### src/common/muldivOpPkg.sv
/*
 * Operation package for the multiply/divide unit
 * Holds the M-extension operation encoding and the issue command
 */

package muldivOpPkg;

  // Width of the tag that follows each request to its result
  localparam int TagW = 4;

  ////////////////////////////////////////////////////////////////////
  // Operation encoding
  ////////////////////////////////////////////////////////////////////

  // Same values as RISC-V funct3 for the M extension
  // Bit 2 set selects the divider
  typedef enum logic [2:0] {
    OP_MUL    = 3'd0,
    OP_MULH   = 3'd1,
    OP_MULHSU = 3'd2,
    OP_MULHU  = 3'd3,
    OP_DIV    = 3'd4,
    OP_DIVU   = 3'd5,
    OP_REM    = 3'd6,
    OP_REMU   = 3'd7
  } MulDivOp;

  ////////////////////////////////////////////////////////////////////
  // Issue command
  ////////////////////////////////////////////////////////////////////

  // Travels with the operands through either datapath
  typedef struct packed {
    MulDivOp          op;
    logic [TagW-1:0]  tag;
  } MulDivCmd;

endpackage

### src/common/muldivResultPkg.sv
/*
 * Result package for the multiply/divide unit
 * Result source, divider FSM states and the result tag struct
 */

package muldivResultPkg;

  // Which peer drove the shared result bus
  typedef enum logic {
    SRC_MUL = 1'b0,
    SRC_DIV = 1'b1
  } ResultSrc;

  // Divider FSM
  typedef enum logic [1:0] {
    DIV_IDLE = 2'd0,
    DIV_RUN  = 2'd1,
    DIV_FIX  = 2'd2,
    DIV_DONE = 2'd3
  } DivState;

  // Side information that goes out with every result
  typedef struct packed {
    logic [muldivOpPkg::TagW-1:0]  tag;
    ResultSrc                      src;
  } ResultInfo;

endpackage

### src/mul/mul.sv
/*
 * Two-stage multiplier
 * Stage one forms four partial products with sign correction terms,
 * stage two adds them and keeps the low or high half of the product
 */

`timescale 1ns/10ps

module mul #(
  parameter int XLEN = 32
) (
  input  logic                    clk,
  input  logic                    arstN,
  input  logic                    start,
  input  logic                    stall,
  input  logic                    flush,
  input  muldivOpPkg::MulDivCmd   cmd,
  input  logic [XLEN-1:0]         srcA,
  input  logic [XLEN-1:0]         srcB,
  output logic                    valid,
  output logic [XLEN-1:0]         res,
  output muldivOpPkg::MulDivCmd   resCmd
);

  // Operands split as A = A' +/- a*2^(XLEN-1), same for B
  // Product = A'B' + cross terms * 2^(XLEN-1) + ab * 2^(2XLEN-2)
  // Signs of the cross and top terms depend on the op

  logic [XLEN-1:0]        aLow;
  logic [XLEN-1:0]        bLow;
  logic [XLEN-2:0]        crossA;
  logic [XLEN-2:0]        crossB;
  logic                   topBit;
  logic                   isMulh;
  logic                   isMulhsu;
  logic [2*XLEN-1:0]      pp1;
  logic [2*XLEN-1:0]      pp2;
  logic [2*XLEN-1:0]      pp3;
  logic [2*XLEN-1:0]      pp4;

  // Stage one registers
  logic                   s1Valid;
  muldivOpPkg::MulDivCmd  s1Cmd;
  logic [2*XLEN-1:0]      s1Pp1;
  logic [2*XLEN-1:0]      s1Pp2;
  logic [2*XLEN-1:0]      s1Pp3;
  logic [2*XLEN-1:0]      s1Pp4;
  logic [2*XLEN-1:0]      product;

  //////////////////////////////////////////////////////////////////////
  // Stage one, partial products
  //////////////////////////////////////////////////////////////////////

  // Low bits with the sign bit cleared
  assign aLow = {1'b0, srcA[XLEN-2:0]};
  assign bLow = {1'b0, srcB[XLEN-2:0]};

  // Sign bit of one operand times low bits of the other
  assign crossA = {(XLEN-1){srcA[XLEN-1]}} & srcB[XLEN-2:0];
  assign crossB = {(XLEN-1){srcB[XLEN-1]}} & srcA[XLEN-2:0];
  assign topBit = srcA[XLEN-1] & srcB[XLEN-1];

  assign isMulh   = (cmd.op == muldivOpPkg::OP_MULH);
  assign isMulhsu = (cmd.op == muldivOpPkg::OP_MULHSU);

  // Unsigned core product
  assign pp1 = aLow * bLow;

  // Negative cross terms go in as one's complement
  // The missing +1 terms are folded into the pp4 constants
  assign pp2 = {2'b00, (isMulh | isMulhsu) ? ~crossA : crossA, {(XLEN-1){1'b0}}};
  assign pp3 = {2'b00, isMulh ? ~crossB : crossB, {(XLEN-1){1'b0}}};

  // Top term plus correction constants
  always_comb begin
    if (isMulh) begin
      pp4 = {1'b1, topBit, {(XLEN-3){1'b0}}, 1'b1, {XLEN{1'b0}}};
    end else if (isMulhsu) begin
      pp4 = {1'b1, ~topBit, {(XLEN-2){1'b0}}, 1'b1, {(XLEN-1){1'b0}}};
    end else begin
      // MUL and MULHU, fully unsigned sum
      pp4 = {1'b0, topBit, {(2*XLEN-2){1'b0}}};
    end
  end

  //////////////////////////////////////////////////////////////////////
  // Stage valids
  //////////////////////////////////////////////////////////////////////

  // Flush drops both stages and a same-cycle start
  always_ff @(posedge clk or negedge arstN) begin
    if (!arstN) begin
      s1Valid <= 1'b0;
      valid   <= 1'b0;
    end else if (flush) begin
      s1Valid <= 1'b0;
      valid   <= 1'b0;
    end else if (!stall) begin
      s1Valid <= start;
      valid   <= s1Valid;
    end
  end

  //////////////////////////////////////////////////////////////////////
  // Stage two, sum and half select
  //////////////////////////////////////////////////////////////////////

  // Multi-operand add, left for synthesis to map onto CSAs
  assign product = s1Pp1 + s1Pp2 + s1Pp3 + s1Pp4;

  // Payload pipeline, frozen on stall
  always_ff @(posedge clk) begin
    if (!stall) begin
      s1Pp1  <= pp1;
      s1Pp2  <= pp2;
      s1Pp3  <= pp3;
      s1Pp4  <= pp4;
      s1Cmd  <= cmd;
      resCmd <= s1Cmd;
      // Low half for MUL, high half for the MULH family
      res    <= (s1Cmd.op == muldivOpPkg::OP_MUL) ? product[XLEN-1:0]
                                                  : product[2*XLEN-1:XLEN];
    end
  end

endmodule

### src/div/divIter.sv
/*
 * Iterative restoring divider
 * One quotient bit per cycle on magnitudes, then sign fix-up and the
 * RISC-V divide-by-zero and overflow results
 */

`timescale 1ns/10ps

module divIter #(
  parameter int XLEN = 32
) (
  input  logic                    clk,
  input  logic                    arstN,
  input  logic                    start,
  input  logic                    stall,
  input  logic                    flush,
  input  logic                    grant,
  input  muldivOpPkg::MulDivCmd   cmd,
  input  logic [XLEN-1:0]         srcA,
  input  logic [XLEN-1:0]         srcB,
  output logic                    busy,
  output logic                    done,
  output logic [XLEN-1:0]         res,
  output muldivOpPkg::MulDivCmd   resCmd
);

  localparam int CntW = $clog2(XLEN);

  muldivResultPkg::DivState  state;
  logic [CntW-1:0]           stepCnt;

  // Decode of the incoming request
  logic                      signedOp;
  logic                      aNeg;
  logic                      bNeg;
  logic [XLEN-1:0]           absA;
  logic [XLEN-1:0]           absB;
  logic                      divZero;
  logic                      overflow;

  // Working registers
  logic [XLEN-1:0]           quoR;
  logic [XLEN-1:0]           remR;
  logic [XLEN-1:0]           divisorR;
  logic                      negQ;
  logic                      negR;
  logic                      zeroR;
  logic                      ovfR;

  // One shift-subtract step
  logic [XLEN:0]             shifted;
  logic [XLEN:0]             diff;

  // Fixed-up results
  logic [XLEN-1:0]           quoFix;
  logic [XLEN-1:0]           remFix;

  //////////////////////////////////////////////////////////////////////
  // Request decode
  //////////////////////////////////////////////////////////////////////

  // DIV and REM are signed, DIVU and REMU are not
  assign signedOp = ~cmd.op[0];
  assign aNeg     = signedOp & srcA[XLEN-1];
  assign bNeg     = signedOp & srcB[XLEN-1];
  assign absA     = aNeg ? -srcA : srcA;
  assign absB     = bNeg ? -srcB : srcB;
  assign divZero  = (srcB == '0);
  // Most negative value over -1
  assign overflow = signedOp & (srcA == {1'b1, {(XLEN-1){1'b0}}}) & (srcB == '1);

  //////////////////////////////////////////////////////////////////////
  // Datapath
  //////////////////////////////////////////////////////////////////////

  // Bring the next dividend bit into the partial remainder
  assign shifted = {remR, quoR[XLEN-1]};
  assign diff    = shifted - {1'b0, divisorR};

  // Quotient sign is the XOR of operand signs, remainder follows dividend
  always_comb begin
    quoFix = negQ ? -quoR : quoR;
    remFix = negR ? -remR : remR;
    if (zeroR) begin
      // x / 0 gives all ones, remainder falls out as the dividend
      quoFix = '1;
    end
    if (ovfR) begin
      quoFix = {1'b1, {(XLEN-1){1'b0}}};
      remFix = '0;
    end
  end

  // Payload registers, frozen on stall
  always_ff @(posedge clk) begin
    if (!stall) begin
      if (state == muldivResultPkg::DIV_IDLE && start) begin
        quoR     <= absA;
        remR     <= '0;
        divisorR <= absB;
        negQ     <= aNeg ^ bNeg;
        negR     <= aNeg;
        zeroR    <= divZero;
        ovfR     <= overflow;
        resCmd   <= cmd;
      end else if (state == muldivResultPkg::DIV_RUN) begin
        // Restore on borrow, else keep the difference and set the bit
        if (diff[XLEN]) begin
          remR <= shifted[XLEN-1:0];
          quoR <= {quoR[XLEN-2:0], 1'b0};
        end else begin
          remR <= diff[XLEN-1:0];
          quoR <= {quoR[XLEN-2:0], 1'b1};
        end
      end else if (state == muldivResultPkg::DIV_FIX) begin
        // op bit 1 picks remainder over quotient
        res <= resCmd.op[1] ? remFix : quoFix;
      end
    end
  end

  //////////////////////////////////////////////////////////////////////
  // Control FSM
  //////////////////////////////////////////////////////////////////////

  always_ff @(posedge clk or negedge arstN) begin
    if (!arstN) begin
      state   <= muldivResultPkg::DIV_IDLE;
      stepCnt <= '0;
    end else if (flush) begin
      state   <= muldivResultPkg::DIV_IDLE;
      stepCnt <= '0;
    end else if (!stall) begin
      case (state)
        muldivResultPkg::DIV_IDLE: begin
          stepCnt <= '0;
          if (start) begin
            state <= muldivResultPkg::DIV_RUN;
          end
        end
        muldivResultPkg::DIV_RUN: begin
          // XLEN steps, then sign fix-up
          stepCnt <= stepCnt + 1'b1;
          if (stepCnt == CntW'(XLEN - 1)) begin
            state <= muldivResultPkg::DIV_FIX;
          end
        end
        muldivResultPkg::DIV_FIX: begin
          state <= muldivResultPkg::DIV_DONE;
        end
        muldivResultPkg::DIV_DONE: begin
          // Wait for the bus
          if (grant) begin
            state <= muldivResultPkg::DIV_IDLE;
          end
        end
        default: state <= muldivResultPkg::DIV_IDLE;
      endcase
    end
  end

  assign busy = (state != muldivResultPkg::DIV_IDLE);
  assign done = (state == muldivResultPkg::DIV_DONE);

endmodule

### src/design/resultArbiter.sv
/*
 * Result bus arbiter
 * Fixed priority to the multiplier; the divider waits for a free cycle
 */

`timescale 1ns/10ps

module resultArbiter #(
  parameter int XLEN = 32
) (
  input  logic                         clk,
  input  logic                         arstN,
  input  logic                         stall,
  input  logic                         mulValid,
  input  logic                         divDone,
  input  logic [XLEN-1:0]              mulRes,
  input  logic [XLEN-1:0]              divRes,
  input  muldivOpPkg::MulDivCmd        mulCmd,
  input  muldivOpPkg::MulDivCmd        divCmd,
  output logic                         divGrant,
  output logic                         resultValid,
  output logic [XLEN-1:0]              result,
  output muldivResultPkg::ResultInfo   resultInfo
);

  // Wide enough to count a few full divides of waiting
  localparam int CntW = $clog2(XLEN) + 2;

  // Cycles the divider lost to the multiplier since its last grant
  logic [CntW-1:0]  lostCycles;

  // A multiplier result cannot wait, so it always wins
  assign divGrant    = divDone & ~mulValid & ~stall;
  assign resultValid = (mulValid & ~stall) | divGrant;

  // Bus mux, result and tag from the same peer
  assign result         = mulValid ? mulRes : divRes;
  assign resultInfo.tag = mulValid ? mulCmd.tag : divCmd.tag;
  assign resultInfo.src = mulValid ? muldivResultPkg::SRC_MUL : muldivResultPkg::SRC_DIV;

  ////////////////////////////////////////////////////////////////////
  // Starvation counter
  ////////////////////////////////////////////////////////////////////

  // Saturates, cleared on grant
  always_ff @(posedge clk or negedge arstN) begin
    if (!arstN) begin
      lostCycles <= '0;
    end else if (!stall) begin
      if (divGrant || !divDone) begin
        lostCycles <= '0;
      end else if (lostCycles != '1) begin
        lostCycles <= lostCycles + 1'b1;
      end
    end
  end

endmodule

### src/design/mulDivUnit.sv
/*
 * RISC-V multiply/divide unit
 * Routes issue to the multiplier or divider and merges their results
 */

`timescale 1ns/10ps

module mulDivUnit #(
  parameter int XLEN = 32
) (
  input  logic                         clk,
  input  logic                         arstN,
  input  logic                         issue,
  input  logic                         stall,
  input  logic                         flush,
  input  muldivOpPkg::MulDivCmd        cmd,
  input  logic [XLEN-1:0]              srcA,
  input  logic [XLEN-1:0]              srcB,
  output logic                         resultValid,
  output logic [XLEN-1:0]              result,
  output muldivResultPkg::ResultInfo   resultInfo,
  output logic                         divBusy
);

  logic                   mulStart;
  logic                   divStart;

  // Multiplier to arbiter
  logic                   mulValid;
  logic [XLEN-1:0]        mulResult;
  muldivOpPkg::MulDivCmd  mulCmd;

  // Divider to arbiter
  logic                   divDone;
  logic                   divGrant;
  logic [XLEN-1:0]        divResult;
  muldivOpPkg::MulDivCmd  divCmd;

  // Issue steering, op bit 2 selects the divider
  assign mulStart = issue & ~stall & ~cmd.op[2];
  assign divStart = issue & ~stall & cmd.op[2];

  //////////////////////////////////////////////////////////////////////
  // Peers
  //////////////////////////////////////////////////////////////////////

  mul #(.XLEN(XLEN)) mul0 (
    .clk    (clk),
    .arstN  (arstN),
    .start  (mulStart),
    .stall  (stall),
    .flush  (flush),
    .cmd    (cmd),
    .srcA   (srcA),
    .srcB   (srcB),
    .valid  (mulValid),
    .res    (mulResult),
    .resCmd (mulCmd)
  );

  divIter #(.XLEN(XLEN)) div0 (
    .clk    (clk),
    .arstN  (arstN),
    .start  (divStart),
    .stall  (stall),
    .flush  (flush),
    .grant  (divGrant),
    .cmd    (cmd),
    .srcA   (srcA),
    .srcB   (srcB),
    .busy   (divBusy),
    .done   (divDone),
    .res    (divResult),
    .resCmd (divCmd)
  );

  // Shared result bus
  resultArbiter #(.XLEN(XLEN)) arbiter0 (
    .clk         (clk),
    .arstN       (arstN),
    .stall       (stall),
    .mulValid    (mulValid),
    .divDone     (divDone),
    .mulRes      (mulResult),
    .divRes      (divResult),
    .mulCmd      (mulCmd),
    .divCmd      (divCmd),
    .divGrant    (divGrant),
    .resultValid (resultValid),
    .result      (result),
    .resultInfo  (resultInfo)
  );

endmodule

### config.mk
export PLATFORM = sky130hd
export DESIGN_NAME = mulDivUnit
export DESIGN_NICKNAME = d
export VERILOG_FILES = /design/src/common/muldivOpPkg.sv /design/src/common/muldivResultPkg.sv /design/src/mul/mul.sv /design/src/div/divIter.sv /design/src/design/resultArbiter.sv /design/src/design/mulDivUnit.sv
export SDC_FILE = /design/constraint.sdc
export NUM_CORES = 2
export LEC_CHECK = 0
export BUFFER_PORTS_ARGS = -buffer_cell sky130_fd_sc_hd__buf_2
export CORE_AREA = 2 2 386 274
export CTS_BUF_LIST = sky130_fd_sc_hd__clkbuf_8 sky130_fd_sc_hd__clkbuf_16
export DETAILED_ROUTE_END_ITERATION = 8
export DIE_AREA = 0 0 388 276
export PLACE_DENSITY = 0.66
export SYNTH_ARGS = -nofsm -noshare
export SYNTH_HDL_FRONTEND = slang
export SYNTH_HIERARCHICAL = 1
export SYNTH_SLANG_ARGS = --single-unit
### constraint.sdc
create_clock -name clk -period 11.5 [get_ports clk]
set_input_delay 1.725 -clock clk [delete_from_list [all_inputs] [get_ports clk]]
set_output_delay 1.725 -clock clk [all_outputs]
set_load 0.1 [all_outputs]
======== Yosys cells after proc, flatten, opt, wreduce, memory -nomap -nowiden ========
Index checks and enable logic that the tools add are counted.
W data, S select, Z words.
operators by class
  bitwise logic cells ..................... 25
  eq/ne operators ......................... 12
  multiplexer cells ....................... 34
  add/subtract/negate cells ............... 9
  multipliers ............................. 1
  reductions and logical operators ........ 12
operators with widths
  operator                number
  $mux W32                14
  $add A64 B62 Y64        2
  $neg A32 Y32            4
  $add A64 B64 Y64        1
  $eq A32 B32 Y1 const B  2
  $mux W64                1
  $mux W63                1
  $and A31 B31 Y31        2
  $mul A31 B31 Y62        1
  $mux W31                2
  $not A31 Y31            2
  $sub A33 B32 Y33        1
  $logic_not A32 Y1       1
  $and A1 B1 Y1           11
  $mux W2                 5
  $mux W5                 2
  $pmux W5 S2             1
  $pmux W2 S4             1
  $reduce_and A4 Y1       2
  $not A1 Y1              7
  $mux W1                 6
  $ne A3 B3 Y1 const B    2
  $reduce_and A2 Y1       3
  $add A5 B1 Y5 const B   1
  15 further kinds        18
storage, ports and cells
  word-level logic and storage cells ...... 116
  bits of input ports ..................... 76
  bits in registers ....................... 380

======== Logic depth before layout (Yosys ltp) ========
  depth after elaboration ................. 7
  depth in mapped cells ................... 28
  depth with buffers taken out ............ 26

======== Cells and area by module ========
Netlist, hierarchy kept.
modules (own cells, without submodules)
  module         area each (µm²)  cells an instance  instances  seq. area each (µm²)
  mul            40232.3          4132               1          5275.1
  divIter        10566.4          1129               1          4349.2
  resultArbiter  490.5            43                 1          0.0
  mulDivUnit     21.3             2                  1          0.0

======== Least setup slack after synthesis ========
No wires, ideal clock.
  path type ............................... input to register
  start point ............................. input port srcB[4]
  end point ............................... register mul0.s1Pp1[57], data pin
  data required time ...................... 11241 ps
  stages on the path ...................... 24
  slack ................................... 3004 ps
  arrival ................................. 8236 ps
  path through ............................ clkbuf_1 and2_1 fa_1 fa_1 fa_1 inv_1 fa_1 inv_1 fa_1 inv_1 fa_1 inv_1 fa_1 fa_1 ha_1 nand2_2 or3_1 a2111o_1 nand4b_2 a21oi_2 o31ai_4 a41oi_2 mux2i_1 nor3_1
on the way
  word-level cells in the longest chain between the ends .. 1
ends and longest elaborated chain
  item                  RTL line          source
  start, declared       mulDivUnit.sv:18  input logic [XLEN-1:0] srcB,
  $mul A31 B31 Y62      mul.sv:67         assign pp1 = aLow * bLow;
  net mul0.pp1[57]      mul.sv:36         logic [2*XLEN-1:0] pp1;
  end signal, assigned  mul.sv:114        s1Pp1 <= pp1;
  end, declared         mul.sv:44         logic [2*XLEN-1:0] s1Pp1;
The timed path passes the listed nets, and every way through them passes these cells.
A chain may end at the register's enable or synchronous reset.

======== Worst setup path after layout ========
  start point ............................. input port srcA[8]
  end point ............................... register mul0.s1Pp1[57], data pin
on the way
  word-level cells in the longest chain between the ends .. 1
ends and longest elaborated chain
  item              RTL line          source
  start, declared   mulDivUnit.sv:17  input logic [XLEN-1:0] srcA,
  $mul A31 B31 Y62  mul.sv:67
  net mul0.pp1[57]  mul.sv:36
The timed path passes the listed nets, and every way through them passes these cells.

==> metrics.txt <==
status=complete, no violations; skew final=0.0311 ns; RSZ-0062 raised after global routing=false; Die H=276 um; setup TNS=0 ns; root buf cell=clkbuf_16; GRT Resource Usage Total=28.6%; multi-input combinational cell area=0.0374 sq mm; WL final=152 mm; initial drt markers=3327; CTS Buffer Depth=3; commonest non-fill, non-tap cells in the layout=fa_1, inv_1, nand2_1; max-cap check violation count=0; nets@finish=6534; critical path data arrival time=9.39 ns; CP startpoint kind=primary input; layout cells sized above 1=5.85%; WP data required=11.79 ns; syn_nets=6608; commonest non-fill, non-tap cell in the layout=fa_1; Reg2Reg Capture Point=mul0/res[30]; Worst Setup Path Type=primary input to register; critical path endpoint category=register; total iterations of the first detailed-routing run=7; initial core utilization=between 40% and 50%; first-pass GRT wire length=235 mm; Routability Congestion=0.929; I/O pin cnt=approximately 120; grt ovf=0; post-CTS sizing=0; Port Buffers=114; Rows=99; CTS sink count=317; Reg clk slew, reported paths=~0.070 ns; critical hold path startpoint=mul0/s1Cmd[1]; worst hold endpoint=mul0/resCmd[1]; Fillers=9488; Worst-Skew Late Latency=0.56 ns; f_max=110 MHz; largest net degree at the start of global routing=65; CP startpoint=srcA[8]; Slew Limit Fails=0; CTS tree=yes; residual DRC count=0; area of the core=about 0.10 sq mm; ANT nets after route=0; die area=0.107 sq mm; worst hold path class=register to register; die width=388 um; hold-critical path depth=0; r2r worst-path depth=14; WL/cell=22.9 um; flip-flop and latch area=0.00948 sq mm; worst reg2reg setup slack=6.63 ns; worst-margin pin slew=between 1 and 1.5 ns; postcts setup bufs=0; final hold vios=0; number of global-route vias before repair=38356; initial antenna violation count=8; P&R area growth vs syn=5.58%; vias per cell=5.69; Synth Area per Inst=9.65 sq um; final worst path period share=between 70% and 80%; Post-CTS Hold Buffers=0; Post-Synthesis Cells=5301; CTS H-Tree Depth=2; Final min period=9.10 ns; Ys Warns=6; Slew HR=16.3%; Cell Area, Synth=0.0512 sq mm; hpwl dp=118 mm; Setup-failing EPs final=0; Vias=around 38000; CTS Buf Count=34; worst-path fanout max=23; FF-to-FF Start=mul0/s1Pp1[32]
worst max-delay path: stages:
cell,delay [ns]
buf_2,0.65
buf_4,0.33
nand2_1,0.10
fa_1,0.42
inv_1,0.08
fa_1,0.43
fa_1,0.52
inv_1,0.06
fa_1,0.49
inv_1,0.06
fa_1,0.50
inv_1,0.06
fa_1,0.54
inv_1,0.05
fa_1,0.38
fa_1,0.47
ha_1,0.46
nand2_2,0.14
or3_1,0.39
a2111o_1,0.44
nand4b_2,0.14
a21oi_2,0.12
o31ai_4,0.37
a41oi_2,0.20
mux2i_1,0.19
nor3_1,0.06
worst max path at each step:
stage | endpoint | slack [ns] | depth (start not counted)
after floorplan | mul0/s1Pp1[57] | 3.00 | 24
after global placement | mul0/s1Pp1[56] | 1.94 | 21
after detailed placement | mul0/s1Pp1[57] | 1.90 | 24
after CTS | mul0/s1Pp1[57] | 2.46 | 24
after global routing | mul0/s1Pp1[55] | 2.06 | 25
final | mul0/s1Pp1[57] | 2.40 | 26
registers in the layout, indices dropped and copies added, names as in the netlist, 2 cells and up:
| signal | cells |
|---|---|
| mul0/res | 32 |
| mul0/s1Pp2 | 31 |
| div0/quoR | 32 |
| mul0/s1Cmd | 7 |
| mul0/resCmd | 4 |
| mul0/s1Pp4 | 4 |
| div0/res | 32 |
| div0/remR | 32 |
| div0/state | 2 |
| mul0/s1Pp3 | 31 |
| mul0/s1Pp1 | 62 |
| div0/stepCnt | 5 |
| div0/resCmd | 5 |
| div0/divisorR | 32 |
layer usage:
metal / track usage, % / routed length [um] / vias to the layer above
met5: 0 / 0 / -
met4: 6.37 / 3740 / 0
met3: 4.81 / 13400 / 192
li1: - / - / 16635
met1: 42.2 / 67000 / 19328
met2: 44.2 / 67700 / 1546
per-stage QoR:
stage	cells	worst slack (ns)	hold WS, ns	instance area, sq um	utilization, %
6_report	6622	2.40	0.420	54000	52.3
5_1_grt	6617	2.06	0.424	54000	52.3
4_1_cts	6615	2.46	0.421	54000	52.3
3_5_place_dp	6554	1.90	0.405	52800	51.1
3_3_place_gp	6554	1.94	0.401	52800	51.1
2_1_floorplan	5301	3.00	0.400	51200	-
final cells by class:
class / count / area share [%]
Timing Repair Buffer: 177 / 1.93
Multi-Input combinational cell: 3841 / 69.2
Clock inverter: 26 / 0.565
Tap cell: 1363 / 3.16
Clock buffer: 35 / 1.60
Inverter: 856 / 5.96
Antenna cell: 7 / 0.0324
Sequential cell: 317 / 17.5
Power is not shown: default switching activity piles up to over one toggle a cycle in this logic, so the estimate is an artifact.
